===== config.mk =====
export PLATFORM = sky130hd
export DESIGN_NAME = bus_xbar_flat
export DESIGN_NICKNAME = d
export VERILOG_FILES = /design/src/verilog/bus_pkg.sv /design/src/verilog/dev_bus_if.sv /design/src/verilog/bus_xbar.sv /design/src/flat_wrapper.sv
export SDC_FILE = /design/constraint.sdc
export NUM_CORES = 1
export LEC_CHECK = 0
export BUFFER_PORTS_ARGS = -buffer_cell sky130_fd_sc_hd__clkbuf_2
export CAP_MARGIN = 20
export CORE_AREA = 4 4 170 172
export CTS_CLUSTER_SIZE = 20
export DETAILED_ROUTE_END_ITERATION = 10
export DIE_AREA = 0 0 174 176
export PLACE_DENSITY = 0.43
export SYNTH_ARGS = -nofsm -noshare
export SYNTH_HDL_FRONTEND = slang
export SYNTH_SLANG_ARGS = --single-unit

===== constraint.sdc =====
create_clock -name clk_sys_i -period 1.6 [get_ports clk_sys_i]
set_input_delay 0.16 -clock clk_sys_i [delete_from_list [all_inputs] [get_ports clk_sys_i]]
set_output_delay 0.16 -clock clk_sys_i [all_outputs]
set_load 0.01 [all_outputs]

===== src/verilog/bus_pkg.sv =====
//////////////////////////////////////////////////////////////////////
// Address map assumes 4 KiB device windows and a 32-bit data bus.
// GPIO widths must not exceed the bus data width.
//////////////////////////////////////////////////////////////////////
package bus_pkg;

  //////////////////////////////////////////////////////////////////////
  // Bus widths.
  //////////////////////////////////////////////////////////////////////

  localparam int unsigned BusAddrWidth  = 32;
  localparam int unsigned BusDataWidth  = 32;
  localparam int unsigned BusByteEnable = 4;

  // Byte offset inside one device window.
  localparam int unsigned DevAddrWidth = 12;
  localparam int unsigned DevWordWidth = DevAddrWidth - 2;
  localparam int unsigned SramWords    = 2 ** DevWordWidth;

  //////////////////////////////////////////////////////////////////////
  // Address map.
  //////////////////////////////////////////////////////////////////////

  localparam logic [BusAddrWidth-1:0] SramBase  = 32'h0010_0000;
  localparam logic [BusAddrWidth-1:0] GpioBase  = 32'h8000_0000;
  localparam logic [BusAddrWidth-1:0] PwmBase   = 32'h8000_1000;
  localparam logic [BusAddrWidth-1:0] TimerBase = 32'h8000_2000;

  localparam logic [BusAddrWidth-1:0] WindowMask =
      {{(BusAddrWidth - DevAddrWidth){1'b1}}, {DevAddrWidth{1'b0}}};

  //////////////////////////////////////////////////////////////////////
  // Device widths and register word indices.
  //////////////////////////////////////////////////////////////////////

  localparam int unsigned GpiWidth   = 13;
  localparam int unsigned GpoWidth   = 24;
  localparam int unsigned PwmWidth   = 12;
  localparam int unsigned PwmCtrSize = 8;

  localparam logic [DevWordWidth-1:0] GpioOutIdx    = 10'd0;
  localparam logic [DevWordWidth-1:0] GpioInIdx     = 10'd1;
  localparam logic [DevWordWidth-1:0] MtimeLoIdx    = 10'd0;
  localparam logic [DevWordWidth-1:0] MtimeHiIdx    = 10'd1;
  localparam logic [DevWordWidth-1:0] MtimecmpLoIdx = 10'd2;
  localparam logic [DevWordWidth-1:0] MtimecmpHiIdx = 10'd3;

  // Decoded target of a host access.
  typedef enum logic [2:0] {
    Sram,
    Gpio,
    Pwm,
    Timer,
    NoDev
  } dev_sel_e;

endpackage


===== src/verilog/dev_bus_if.sv =====
//////////////////////////////////////////////////////////////////////
// Devices answer every request exactly one cycle later.
//////////////////////////////////////////////////////////////////////
interface dev_bus_if;
  import bus_pkg::*;

  // Request side, driven by the decoder.
  logic                     req;
  logic                     we;
  logic [DevAddrWidth-1:0]  addr;
  logic [BusByteEnable-1:0] be;
  logic [BusDataWidth-1:0]  wdata;

  // Response side, driven by the device.
  logic                     rvalid;
  logic [BusDataWidth-1:0]  rdata;
  logic                     err;

  // No device reports errors.
  assign err = 1'b0;

  modport host (
    output req, we, addr, be, wdata,
    input  rvalid, rdata, err
  );

  modport device (
    input  req, we, addr, be, wdata,
    output rvalid, rdata
  );

endinterface


===== src/verilog/bus_xbar.sv =====
//////////////////////////////////////////////////////////////////////
// Single host, no arbitration. Unmapped accesses answer with err set.
//////////////////////////////////////////////////////////////////////
module bus_xbar (
  input  logic                               clk_sys_i,
  input  logic                               rst_n_i,

  input  logic                               host_req_i,
  input  logic [bus_pkg::BusAddrWidth-1:0]   host_addr_i,
  input  logic                               host_we_i,
  input  logic [bus_pkg::BusByteEnable-1:0]  host_be_i,
  input  logic [bus_pkg::BusDataWidth-1:0]   host_wdata_i,
  output logic                               host_gnt_o,
  output logic                               host_rvalid_o,
  output logic [bus_pkg::BusDataWidth-1:0]   host_rdata_o,
  output logic                               host_err_o,

  dev_bus_if.host                            sram_o,
  dev_bus_if.host                            gpio_o,
  dev_bus_if.host                            pwm_o,
  dev_bus_if.host                            timer_o
);
  import bus_pkg::*;

  logic                    gnt_q;
  logic                    acc;
  logic                    acc_q;
  dev_sel_e                sel;
  dev_sel_e                sel_q;
  logic                    dev_rvalid;
  logic                    dev_err;
  logic [BusDataWidth-1:0] dev_rdata;

  assign host_gnt_o = gnt_q;
  assign acc        = host_req_i & gnt_q;

  //////////////////////////////////////////////////////////////////////
  // Request path.
  //////////////////////////////////////////////////////////////////////

  always_comb begin
    if ((host_addr_i & WindowMask) == SramBase) begin
      sel = Sram;
    end else if ((host_addr_i & WindowMask) == GpioBase) begin
      sel = Gpio;
    end else if ((host_addr_i & WindowMask) == PwmBase) begin
      sel = Pwm;
    end else if ((host_addr_i & WindowMask) == TimerBase) begin
      sel = Timer;
    end else begin
      sel = NoDev;
    end
  end

  // Only the selected device sees req.
  assign sram_o.req  = acc & (sel == Sram);
  assign gpio_o.req  = acc & (sel == Gpio);
  assign pwm_o.req   = acc & (sel == Pwm);
  assign timer_o.req = acc & (sel == Timer);

  assign sram_o.we    = host_we_i;
  assign sram_o.addr  = host_addr_i[DevAddrWidth-1:0];
  assign sram_o.be    = host_be_i;
  assign sram_o.wdata = host_wdata_i;
  assign gpio_o.we    = host_we_i;
  assign gpio_o.addr  = host_addr_i[DevAddrWidth-1:0];
  assign gpio_o.be    = host_be_i;
  assign gpio_o.wdata = host_wdata_i;
  assign pwm_o.we     = host_we_i;
  assign pwm_o.addr   = host_addr_i[DevAddrWidth-1:0];
  assign pwm_o.be     = host_be_i;
  assign pwm_o.wdata  = host_wdata_i;
  assign timer_o.we    = host_we_i;
  assign timer_o.addr  = host_addr_i[DevAddrWidth-1:0];
  assign timer_o.be    = host_be_i;
  assign timer_o.wdata = host_wdata_i;

  //////////////////////////////////////////////////////////////////////
  // Response path.
  //////////////////////////////////////////////////////////////////////

  always_ff @(posedge clk_sys_i or negedge rst_n_i) begin
    if (!rst_n_i) begin
      gnt_q <= 1'b0;
      acc_q <= 1'b0;
      sel_q <= NoDev;
    end else begin
      gnt_q <= 1'b1;
      acc_q <= acc;
      sel_q <= sel;
    end
  end

  always_comb begin
    dev_rvalid = 1'b1;
    dev_rdata  = '0;
    dev_err    = 1'b1;
    case (sel_q)
      Sram: begin
        dev_rvalid = sram_o.rvalid;
        dev_rdata  = sram_o.rdata;
        dev_err    = sram_o.err;
      end
      Gpio: begin
        dev_rvalid = gpio_o.rvalid;
        dev_rdata  = gpio_o.rdata;
        dev_err    = gpio_o.err;
      end
      Pwm: begin
        dev_rvalid = pwm_o.rvalid;
        dev_rdata  = pwm_o.rdata;
        dev_err    = pwm_o.err;
      end
      Timer: begin
        dev_rvalid = timer_o.rvalid;
        dev_rdata  = timer_o.rdata;
        dev_err    = timer_o.err;
      end
      default: ;
    endcase
  end

  assign host_rvalid_o = acc_q & dev_rvalid;
  assign host_rdata_o  = dev_rdata;
  assign host_err_o    = acc_q & dev_err;

endmodule


===== src/flat_wrapper.sv =====
// flat-port wrapper written by rule: the top's interface ports become plain ports
module bus_xbar_flat import bus_pkg::*;
  (clk_sys_i, rst_n_i, host_req_i, host_addr_i, host_we_i, host_be_i, host_wdata_i, host_gnt_o, host_rvalid_o, host_rdata_o, host_err_o, sram_o_req, sram_o_we, sram_o_addr, sram_o_be, sram_o_wdata, sram_o_rvalid, sram_o_rdata, gpio_o_req, gpio_o_we, gpio_o_addr, gpio_o_be, gpio_o_wdata, gpio_o_rvalid, gpio_o_rdata, pwm_o_req, pwm_o_we, pwm_o_addr, pwm_o_be, pwm_o_wdata, pwm_o_rvalid, pwm_o_rdata, timer_o_req, timer_o_we, timer_o_addr, timer_o_be, timer_o_wdata, timer_o_rvalid, timer_o_rdata);
  dev_bus_if sram_o_i ();
  dev_bus_if gpio_o_i ();
  dev_bus_if pwm_o_i ();
  dev_bus_if timer_o_i ();
  input  logic clk_sys_i;
  input  logic rst_n_i;
  input  logic host_req_i;
  input  logic [bus_pkg::BusAddrWidth-1:0] host_addr_i;
  input  logic host_we_i;
  input  logic [bus_pkg::BusByteEnable-1:0] host_be_i;
  input  logic [bus_pkg::BusDataWidth-1:0] host_wdata_i;
  output logic host_gnt_o;
  output logic host_rvalid_o;
  output logic [bus_pkg::BusDataWidth-1:0] host_rdata_o;
  output logic host_err_o;
  output wire logic [$bits(sram_o_i.req)-1:0] sram_o_req;
  output wire logic [$bits(sram_o_i.we)-1:0] sram_o_we;
  output wire logic [$bits(sram_o_i.addr)-1:0] sram_o_addr;
  output wire logic [$bits(sram_o_i.be)-1:0] sram_o_be;
  output wire logic [$bits(sram_o_i.wdata)-1:0] sram_o_wdata;
  input wire logic [$bits(sram_o_i.rvalid)-1:0] sram_o_rvalid;
  input wire logic [$bits(sram_o_i.rdata)-1:0] sram_o_rdata;
  output wire logic [$bits(gpio_o_i.req)-1:0] gpio_o_req;
  output wire logic [$bits(gpio_o_i.we)-1:0] gpio_o_we;
  output wire logic [$bits(gpio_o_i.addr)-1:0] gpio_o_addr;
  output wire logic [$bits(gpio_o_i.be)-1:0] gpio_o_be;
  output wire logic [$bits(gpio_o_i.wdata)-1:0] gpio_o_wdata;
  input wire logic [$bits(gpio_o_i.rvalid)-1:0] gpio_o_rvalid;
  input wire logic [$bits(gpio_o_i.rdata)-1:0] gpio_o_rdata;
  output wire logic [$bits(pwm_o_i.req)-1:0] pwm_o_req;
  output wire logic [$bits(pwm_o_i.we)-1:0] pwm_o_we;
  output wire logic [$bits(pwm_o_i.addr)-1:0] pwm_o_addr;
  output wire logic [$bits(pwm_o_i.be)-1:0] pwm_o_be;
  output wire logic [$bits(pwm_o_i.wdata)-1:0] pwm_o_wdata;
  input wire logic [$bits(pwm_o_i.rvalid)-1:0] pwm_o_rvalid;
  input wire logic [$bits(pwm_o_i.rdata)-1:0] pwm_o_rdata;
  output wire logic [$bits(timer_o_i.req)-1:0] timer_o_req;
  output wire logic [$bits(timer_o_i.we)-1:0] timer_o_we;
  output wire logic [$bits(timer_o_i.addr)-1:0] timer_o_addr;
  output wire logic [$bits(timer_o_i.be)-1:0] timer_o_be;
  output wire logic [$bits(timer_o_i.wdata)-1:0] timer_o_wdata;
  input wire logic [$bits(timer_o_i.rvalid)-1:0] timer_o_rvalid;
  input wire logic [$bits(timer_o_i.rdata)-1:0] timer_o_rdata;
  assign sram_o_req = sram_o_i.req;
  assign sram_o_we = sram_o_i.we;
  assign sram_o_addr = sram_o_i.addr;
  assign sram_o_be = sram_o_i.be;
  assign sram_o_wdata = sram_o_i.wdata;
  assign sram_o_i.rvalid = sram_o_rvalid;
  assign sram_o_i.rdata = sram_o_rdata;
  assign gpio_o_req = gpio_o_i.req;
  assign gpio_o_we = gpio_o_i.we;
  assign gpio_o_addr = gpio_o_i.addr;
  assign gpio_o_be = gpio_o_i.be;
  assign gpio_o_wdata = gpio_o_i.wdata;
  assign gpio_o_i.rvalid = gpio_o_rvalid;
  assign gpio_o_i.rdata = gpio_o_rdata;
  assign pwm_o_req = pwm_o_i.req;
  assign pwm_o_we = pwm_o_i.we;
  assign pwm_o_addr = pwm_o_i.addr;
  assign pwm_o_be = pwm_o_i.be;
  assign pwm_o_wdata = pwm_o_i.wdata;
  assign pwm_o_i.rvalid = pwm_o_rvalid;
  assign pwm_o_i.rdata = pwm_o_rdata;
  assign timer_o_req = timer_o_i.req;
  assign timer_o_we = timer_o_i.we;
  assign timer_o_addr = timer_o_i.addr;
  assign timer_o_be = timer_o_i.be;
  assign timer_o_wdata = timer_o_i.wdata;
  assign timer_o_i.rvalid = timer_o_rvalid;
  assign timer_o_i.rdata = timer_o_rdata;
  bus_xbar u_core (.clk_sys_i(clk_sys_i), .rst_n_i(rst_n_i), .host_req_i(host_req_i), .host_addr_i(host_addr_i), .host_we_i(host_we_i), .host_be_i(host_be_i), .host_wdata_i(host_wdata_i), .host_gnt_o(host_gnt_o), .host_rvalid_o(host_rvalid_o), .host_rdata_o(host_rdata_o), .host_err_o(host_err_o), .sram_o(sram_o_i), .gpio_o(gpio_o_i), .pwm_o(pwm_o_i), .timer_o(timer_o_i));
endmodule

==> results.yml, run 1 <==
route:
  vias: 2024
  top_layer_used: "met4"
  vias_per_cell: 3.095
  drt-total-wl_um: 11370
  wl_met1_um: 3573
  drtIter0Drc: 47
  first_pass_iters: 4
  route.met2.wl_um: 5871
  ant_nets: 0
  wire_per_inst_um: 17.38
  dr_wl_met3_um: 1516
  drc: 0
place:
  hpwl_um: 10250
  place.port_buffers: 193
  place.gp.congestion: 0.7453
  post-place-ws_ns: -0.07806
clock_network:
  h-tree-depth: 1
  cts_max_path_buffers: 2
  clk-insertion-delay-late_ns: 0.23
  cts_root_buffer: "clkbuf_16"
  cts_inserted_buffers: 3
  clock-sinks: 5
  cts.clk_slew.worst_paths_ns: 0.03
  cts_tree: "done"
synth:
  synth.avg_cell_area_um2: 9.248
  synth.distinct_cells: 27
  yosysTopAreaCellShare: 0.5234
  synth-edff-count: 0
  synthCells: 304
  ys_seq_elements: 5
  ys_top_cells_by_area: "buf_4 52%, mux4_2 22%, and2_1 7.3%"
  synthTopCellsByCount: "196 x buf_4, 33 x and2_1, 28 x mux4_2, 7 x nor4_1"
  ys_async_sr_fraction: 1.000
  ys_warn_count: 0
  ys.flop_type: "dfrtp_1"
  netlist_area_um2: 2811
  yosysTopAreaCell: "buf_4"
  synth.most_common_cell: "buf_4"
  ys_seq_area_frac: 0.04495
  synth_fp_nets: 508
critical_path:
  setup.worst_path.start: "u_core.sel_q[0]$_DFF_PN0_"
  crit_type: "register to output port"
  endpoint_kind: "output port"
  cp.required_ns: 1.44
  critPathSlowestCell: "mux4_2"
  worstPathCellList: "buf_12 -> buf_12 -> mux4_2 -> and2_4 -> buf_6"
  crit_fanout: 8
  reg2reg_depth: 2
  critPathArrivalTime_ns: 1.68
  reg2reg_from: "u_core.host_gnt_o$_DFF_PN0_"
  startpoint_type: "register"
  path_depth: 5
  worst-path-buf-inv: 3
  slowest_delay_ns: 0.52
  cp_top_family: "multiplexers"
  path_common_cell: "buf_12"
power:
  power_uw: 866.9
  leakagePower_nw: 1.393
  ir_worst_vdd_mv: 0.1734
  power_density_nw_per_um2: 276.7
global_route:
  grt_pass1_wl_um: 15480
  grt_max_degree: 34
  track_usage: 0.06741
  grt-ovfl-total: 0
  grt_pass1_vias: 2197
  antenna_found_initial: 0
floorplan:
  initial_core_util: 0.1023
  num_io_pins: 439
  die_x_um: 174
  num_rows: 61
  die_h_um: 176
  dieArea_um2: 30620
  core_um2: 27480
sta:
  fin_skew_ns: 0.0005518
  post-route-period-util: 1.150
  holdWs_ns: 0.2581
  setup_ws_ns: -0.2398
  rsz0062_at_grt: "true"
  fmax_ghz: 0.5435
  final-hold-violation-count: 0
  fin_crit_ns: 1.840
  setup_viol: 33
  slew_viol_final: 0
cells_and_area:
  multiInputGateArea_um2: 1222
  layout.nets: 513
  antenna_cells_inserted: 0
  fillers: 3154
  area_growth_pct: 11.44
  drive_gt1_frac: 0.8766
  ff_latch_area_um2: 127.6
  utilization: 0.1140
min_path:
  hp-class: "primary input to register"
  hold_start: "host_addr_i[12]"
  min_path_cells: 3
status:
  violations: "negative setup slack"
  status: "finished with violations"
flow_run:
  maxCapViolCount: 0
==> cell usage in the layout, fill, tap and decap left out, types with 2 or more instances in the layout <==
cell type,count
a21o_1,2
and2_1,17
and2_4,16
buf_12,4
buf_2,4
buf_4,3
buf_6,20
clkbuf_16,4
clkbuf_2,173
dfrtp_1,3
inv_1,2
mux4_2,32
nand2b_1,2
nor3_1,2
nor4_2,3
nor4_4,4
==> state kept, by name, indices dropped and copies added, names as in the netlist <==
signal,cells
u_core.sel_q,3
u_core.host_gnt_o,1
u_core.acc_q,1
==> path summary, 6_finish.rpt <==
| check | to | slack, ns |
|---|---|---|
| max in group asynchronous | u_core.sel_q[2]$_DFF_PN1_ | 1.05 |
| hold / removal | u_core.sel_q[1]$_DFF_PN0_ | 0.26 |
| hold reg to reg | u_core.acc_q$_DFF_PN0_ | 0.73 |
| setup reg to reg | u_core.acc_q$_DFF_PN0_ | 0.76 |
| min in group asynchronous | u_core.sel_q[1]$_DFF_PN0_ | 0.33 |
| setup / recovery | host_rdata_o[6] | -0.24 |
==> timing repair <==
action	in CTS	in global routing
cloned	0	1
endpoints found under the setup margin	35	36
pin swaps	3	2
resized for setup	14	58
hold buffers	1	0
hold endpoints to repair	5	0
buffers inserted	1	2
==> routing by layer <==
metal	vias up	GRT usage
met4	0	0.02705
met1	908	0.06445
met3	56	0.03319
li1	833	-
met5	-	0
met2	227	0.1239
==> logic make-up after synthesis <==
kind of cell	after synthesis	share of synthesized area
buffers and inverters	209	0.5621
and+or+nand+nor	50	0.1090
muxes	34	0.2692
DFF	5	0.04495
AOI/OAI and AO/OA	4	0.01024
xor gates and xnor gates	1	0.003116
other	1	0.001334
==> area by class of cell <==
| class | instances | share of cell area |
|---|---|---|
| Sequential cell | 5 | 0.04073 |
| Inverter | 2 | 0.002396 |
| Tap cell | 346 | 0.1382 |
| Timing Repair Buffer | 207 | 0.4034 |
| Multi-Input combinational cell | 90 | 0.3902 |
| Clock buffer | 4 | 0.02516 |
==> worst min-delay path, stage by stage <==
cell and delay [ns]:
clkbuf_2 0.12, xnor2_1 0.12, nor3_1 0.05
==> through the flow <==
stage / instances / setup TNS (ns) / area (um2)
after detailed placement: 645 / -0.6399 / 2731
after floorplan: 304 / 0 / 2811
final: 654 / -6.485 / 3133
after global placement: 645 / -0.5098 / 2731
after CTS: 651 / -8.024 / 2885
after global routing: 654 / -7.954 / 3133
==> report_power, final <==
part,internal [mW],leakage (nW),switching [mW],total [mW]
clock,0.330,0.0382,0.0804,0.410
combinational,0.209,1.29,0.114,0.324
sequential,0.130,0.0613,0.00290,0.133
total,0.669,1.39,0.198,0.867
No activity file was read; power rests on OpenSTA's default activity.
==> run 2, diff against run 1 <==
SKIP_LAST_GASP = 1   (was not set)
==> results.yml, run 2 (synthesis gave the netlist of run 1 again) <==
status:
  status: "finished with violations"
  violations: "negative setup slack"
sta:
  fmax_ghz: 0.5440
  post-route-period-util: 1.149
  slew_viol_final: 0
  fin_skew_ns: 0.0005520
  holdWs_ns: 0.2581
  fin_crit_ns: 1.838
  final-hold-violation-count: 0
  setup_viol: 33
  rsz0062_at_grt: "true"
  setup_ws_ns: -0.2383
cells_and_area:
  area_growth_pct: 9.301
  layout_common_cells: "177 x clkbuf_2, 32 x mux4_2, 18 x and2_1, 16 x buf_6, 15 x and2_4"
  antenna_cells_inserted: 0
  utilization: 0.1118
  regMostFlops: "u_core.sel_q"
  largest_reg_flops: 3
  layout.nets: 513
  layout_commonest_cell: "clkbuf_2"
  post-route-cell-area_um2: 3073
  drive_gt1_frac: 0.8701
place:
  post_dp_cell_area_um2: 2731
  place.gp.congestion: 0.7453
  hpwl_um: 10250
  place.port_buffers: 193
  post-place-ws_ns: -0.07806
power:
  p_int_uw: 661.0
  p_sw_frac: 0.2233
  power_uw: 851.0
  seqPwrFrac: 0.156
  leakagePower_nw: 1.379
  p_comb_frac: 0.362
  clockPowerShare: 0.482
  ir_worst_vdd_mv: 0.1734
  power_density_nw_per_um2: 276.9
  p_sw_uw: 190.0
floorplan:
  num_io_pins: 439
  die_h_um: 176
  dieArea_um2: 30620
  initial_core_util: 0.1023
  num_rows: 61
  die_x_um: 174
  core_um2: 27480
route:
  first_pass_iters: 4
  vias: 2025
  wire_per_inst_um: 17.23
  drtIter0Drc: 37
  drt-total-wl_um: 11270
  drc: 0
  vias_per_cell: 3.096
  ant_nets: 0
global_route:
  track_usage: 0.06710
  grt_pass1_wl_um: 15410
  grt-ovfl-total: 0
  grt_pass1_vias: 2190
  grt_max_degree: 34
  antenna_found_initial: 0
critical_path:
  setup.worst_path.start: "u_core.sel_q[0]$_DFF_PN0_"
  worstReg2RegEnd: "u_core.acc_q$_DFF_PN0_"
  cp.required_ns: 1.44
  startpoint_type: "register"
  reg2reg_depth: 2
  crit_type: "register to output port"
  critPathCapture: "host_rdata_o[6]"
  reg2reg_from: "u_core.host_gnt_o$_DFF_PN0_"
  critPathArrivalTime_ns: 1.68
  endpoint_kind: "output port"
  crit_fanout: 8
  reg2reg_slack_ns: 0.76
flow_run:
  maxCapViolCount: 0
clock_network:
  cts_tree: "done"
  clk-insertion-delay-late_ns: 0.23
  cts_root_buffer: "clkbuf_16"
  clock-sinks: 5
  cts_inserted_buffers: 3
  cts.clk_slew.worst_paths_ns: 0.03
  h-tree-depth: 1
  cts_max_path_buffers: 2
min_path:
  hp-class: "primary input to register"
==> run 2: critical path, stage by stage, from the launching register on <==
cell and delay (ns):
dfrtp_2 0.36, buf_12 0.14, buf_12 0.14, mux4_2 0.52, and2_4 0.18, buf_6 0.11
==> run 2: layout make-up <==
| type | instances | area [um2] |
|---|---|---|
| fill | 3168 | 24400 |
| timing repair buffer | 207 | 1239 |
| multi-input combinational | 90 | 1187 |
| tap | 346 | 432.9 |
| sequential | 5 | 127.6 |
| clock buffer | 4 | 78.83 |
| inverter | 2 | 7.507 |
==> run 2: per-stage QoR <==
| step | cells | setup TNS [ns] |
|---|---|---|
| 2_1_floorplan | 304 | 0 |
| 3_3_place_gp | 645 | -0.5098 |
| 3_5_place_dp | 645 | -0.6399 |
| 4_1_cts | 651 | -8.103 |
| 5_1_grt | 654 | -7.991 |
| 6_report | 654 | -6.490 |
==> run 2: worst min-delay path by stage <==
stage | depth (start not counted) | start | endpoint | slack [ns]
after global routing | 3 | host_addr_i[12] | u_core.sel_q[1]$_DFF_PN0_ | 0.27
after floorplan | 0 | rst_n_i | u_core.acc_q$_DFF_PN0_ | -0.14
after global placement | 1 | rst_n_i | u_core.host_gnt_o$_DFF_PN0_ | -0.02
final | 3 | host_addr_i[12] | u_core.sel_q[1]$_DFF_PN0_ | 0.26
after CTS | 3 | host_addr_i[12] | u_core.sel_q[1]$_DFF_PN0_ | 0.26
after detailed placement | 1 | rst_n_i | u_core.host_gnt_o$_DFF_PN0_ | -0.02
==> run 2: layer usage <==
layer | GRT usage | share of wire | up-vias
met5 | 0 | 0 | -
met4 | 0.02705 | 0.036 | 0
met3 | 0.03319 | 0.13 | 55
met2 | 0.1232 | 0.52 | 226
met1 | 0.06406 | 0.31 | 911
li1 | - | - | 833
==> run 2: power groups by stage <==
stage	combinational [mW]	clock [mW]	sequential, mW
after floorplan	0.581	0	0.133
after global placement	0.293	0	0.133
after detailed placement	0.296	0	0.133
after CTS	0.305	0.418	0.132
after global routing	0.337	0.428	0.133
final	0.308	0.410	0.133
==> run 2: timing repair <==
action                                 in CTS  in global routing
gates cloned                                0                  1
hold buffers                                1                  0
pin swaps                                   3                  2
buffers inserted                            1                  2
gates resized for setup                     6                 57
endpoints found under the hold margin       5                  0
setup endpoints to repair                  35                 36
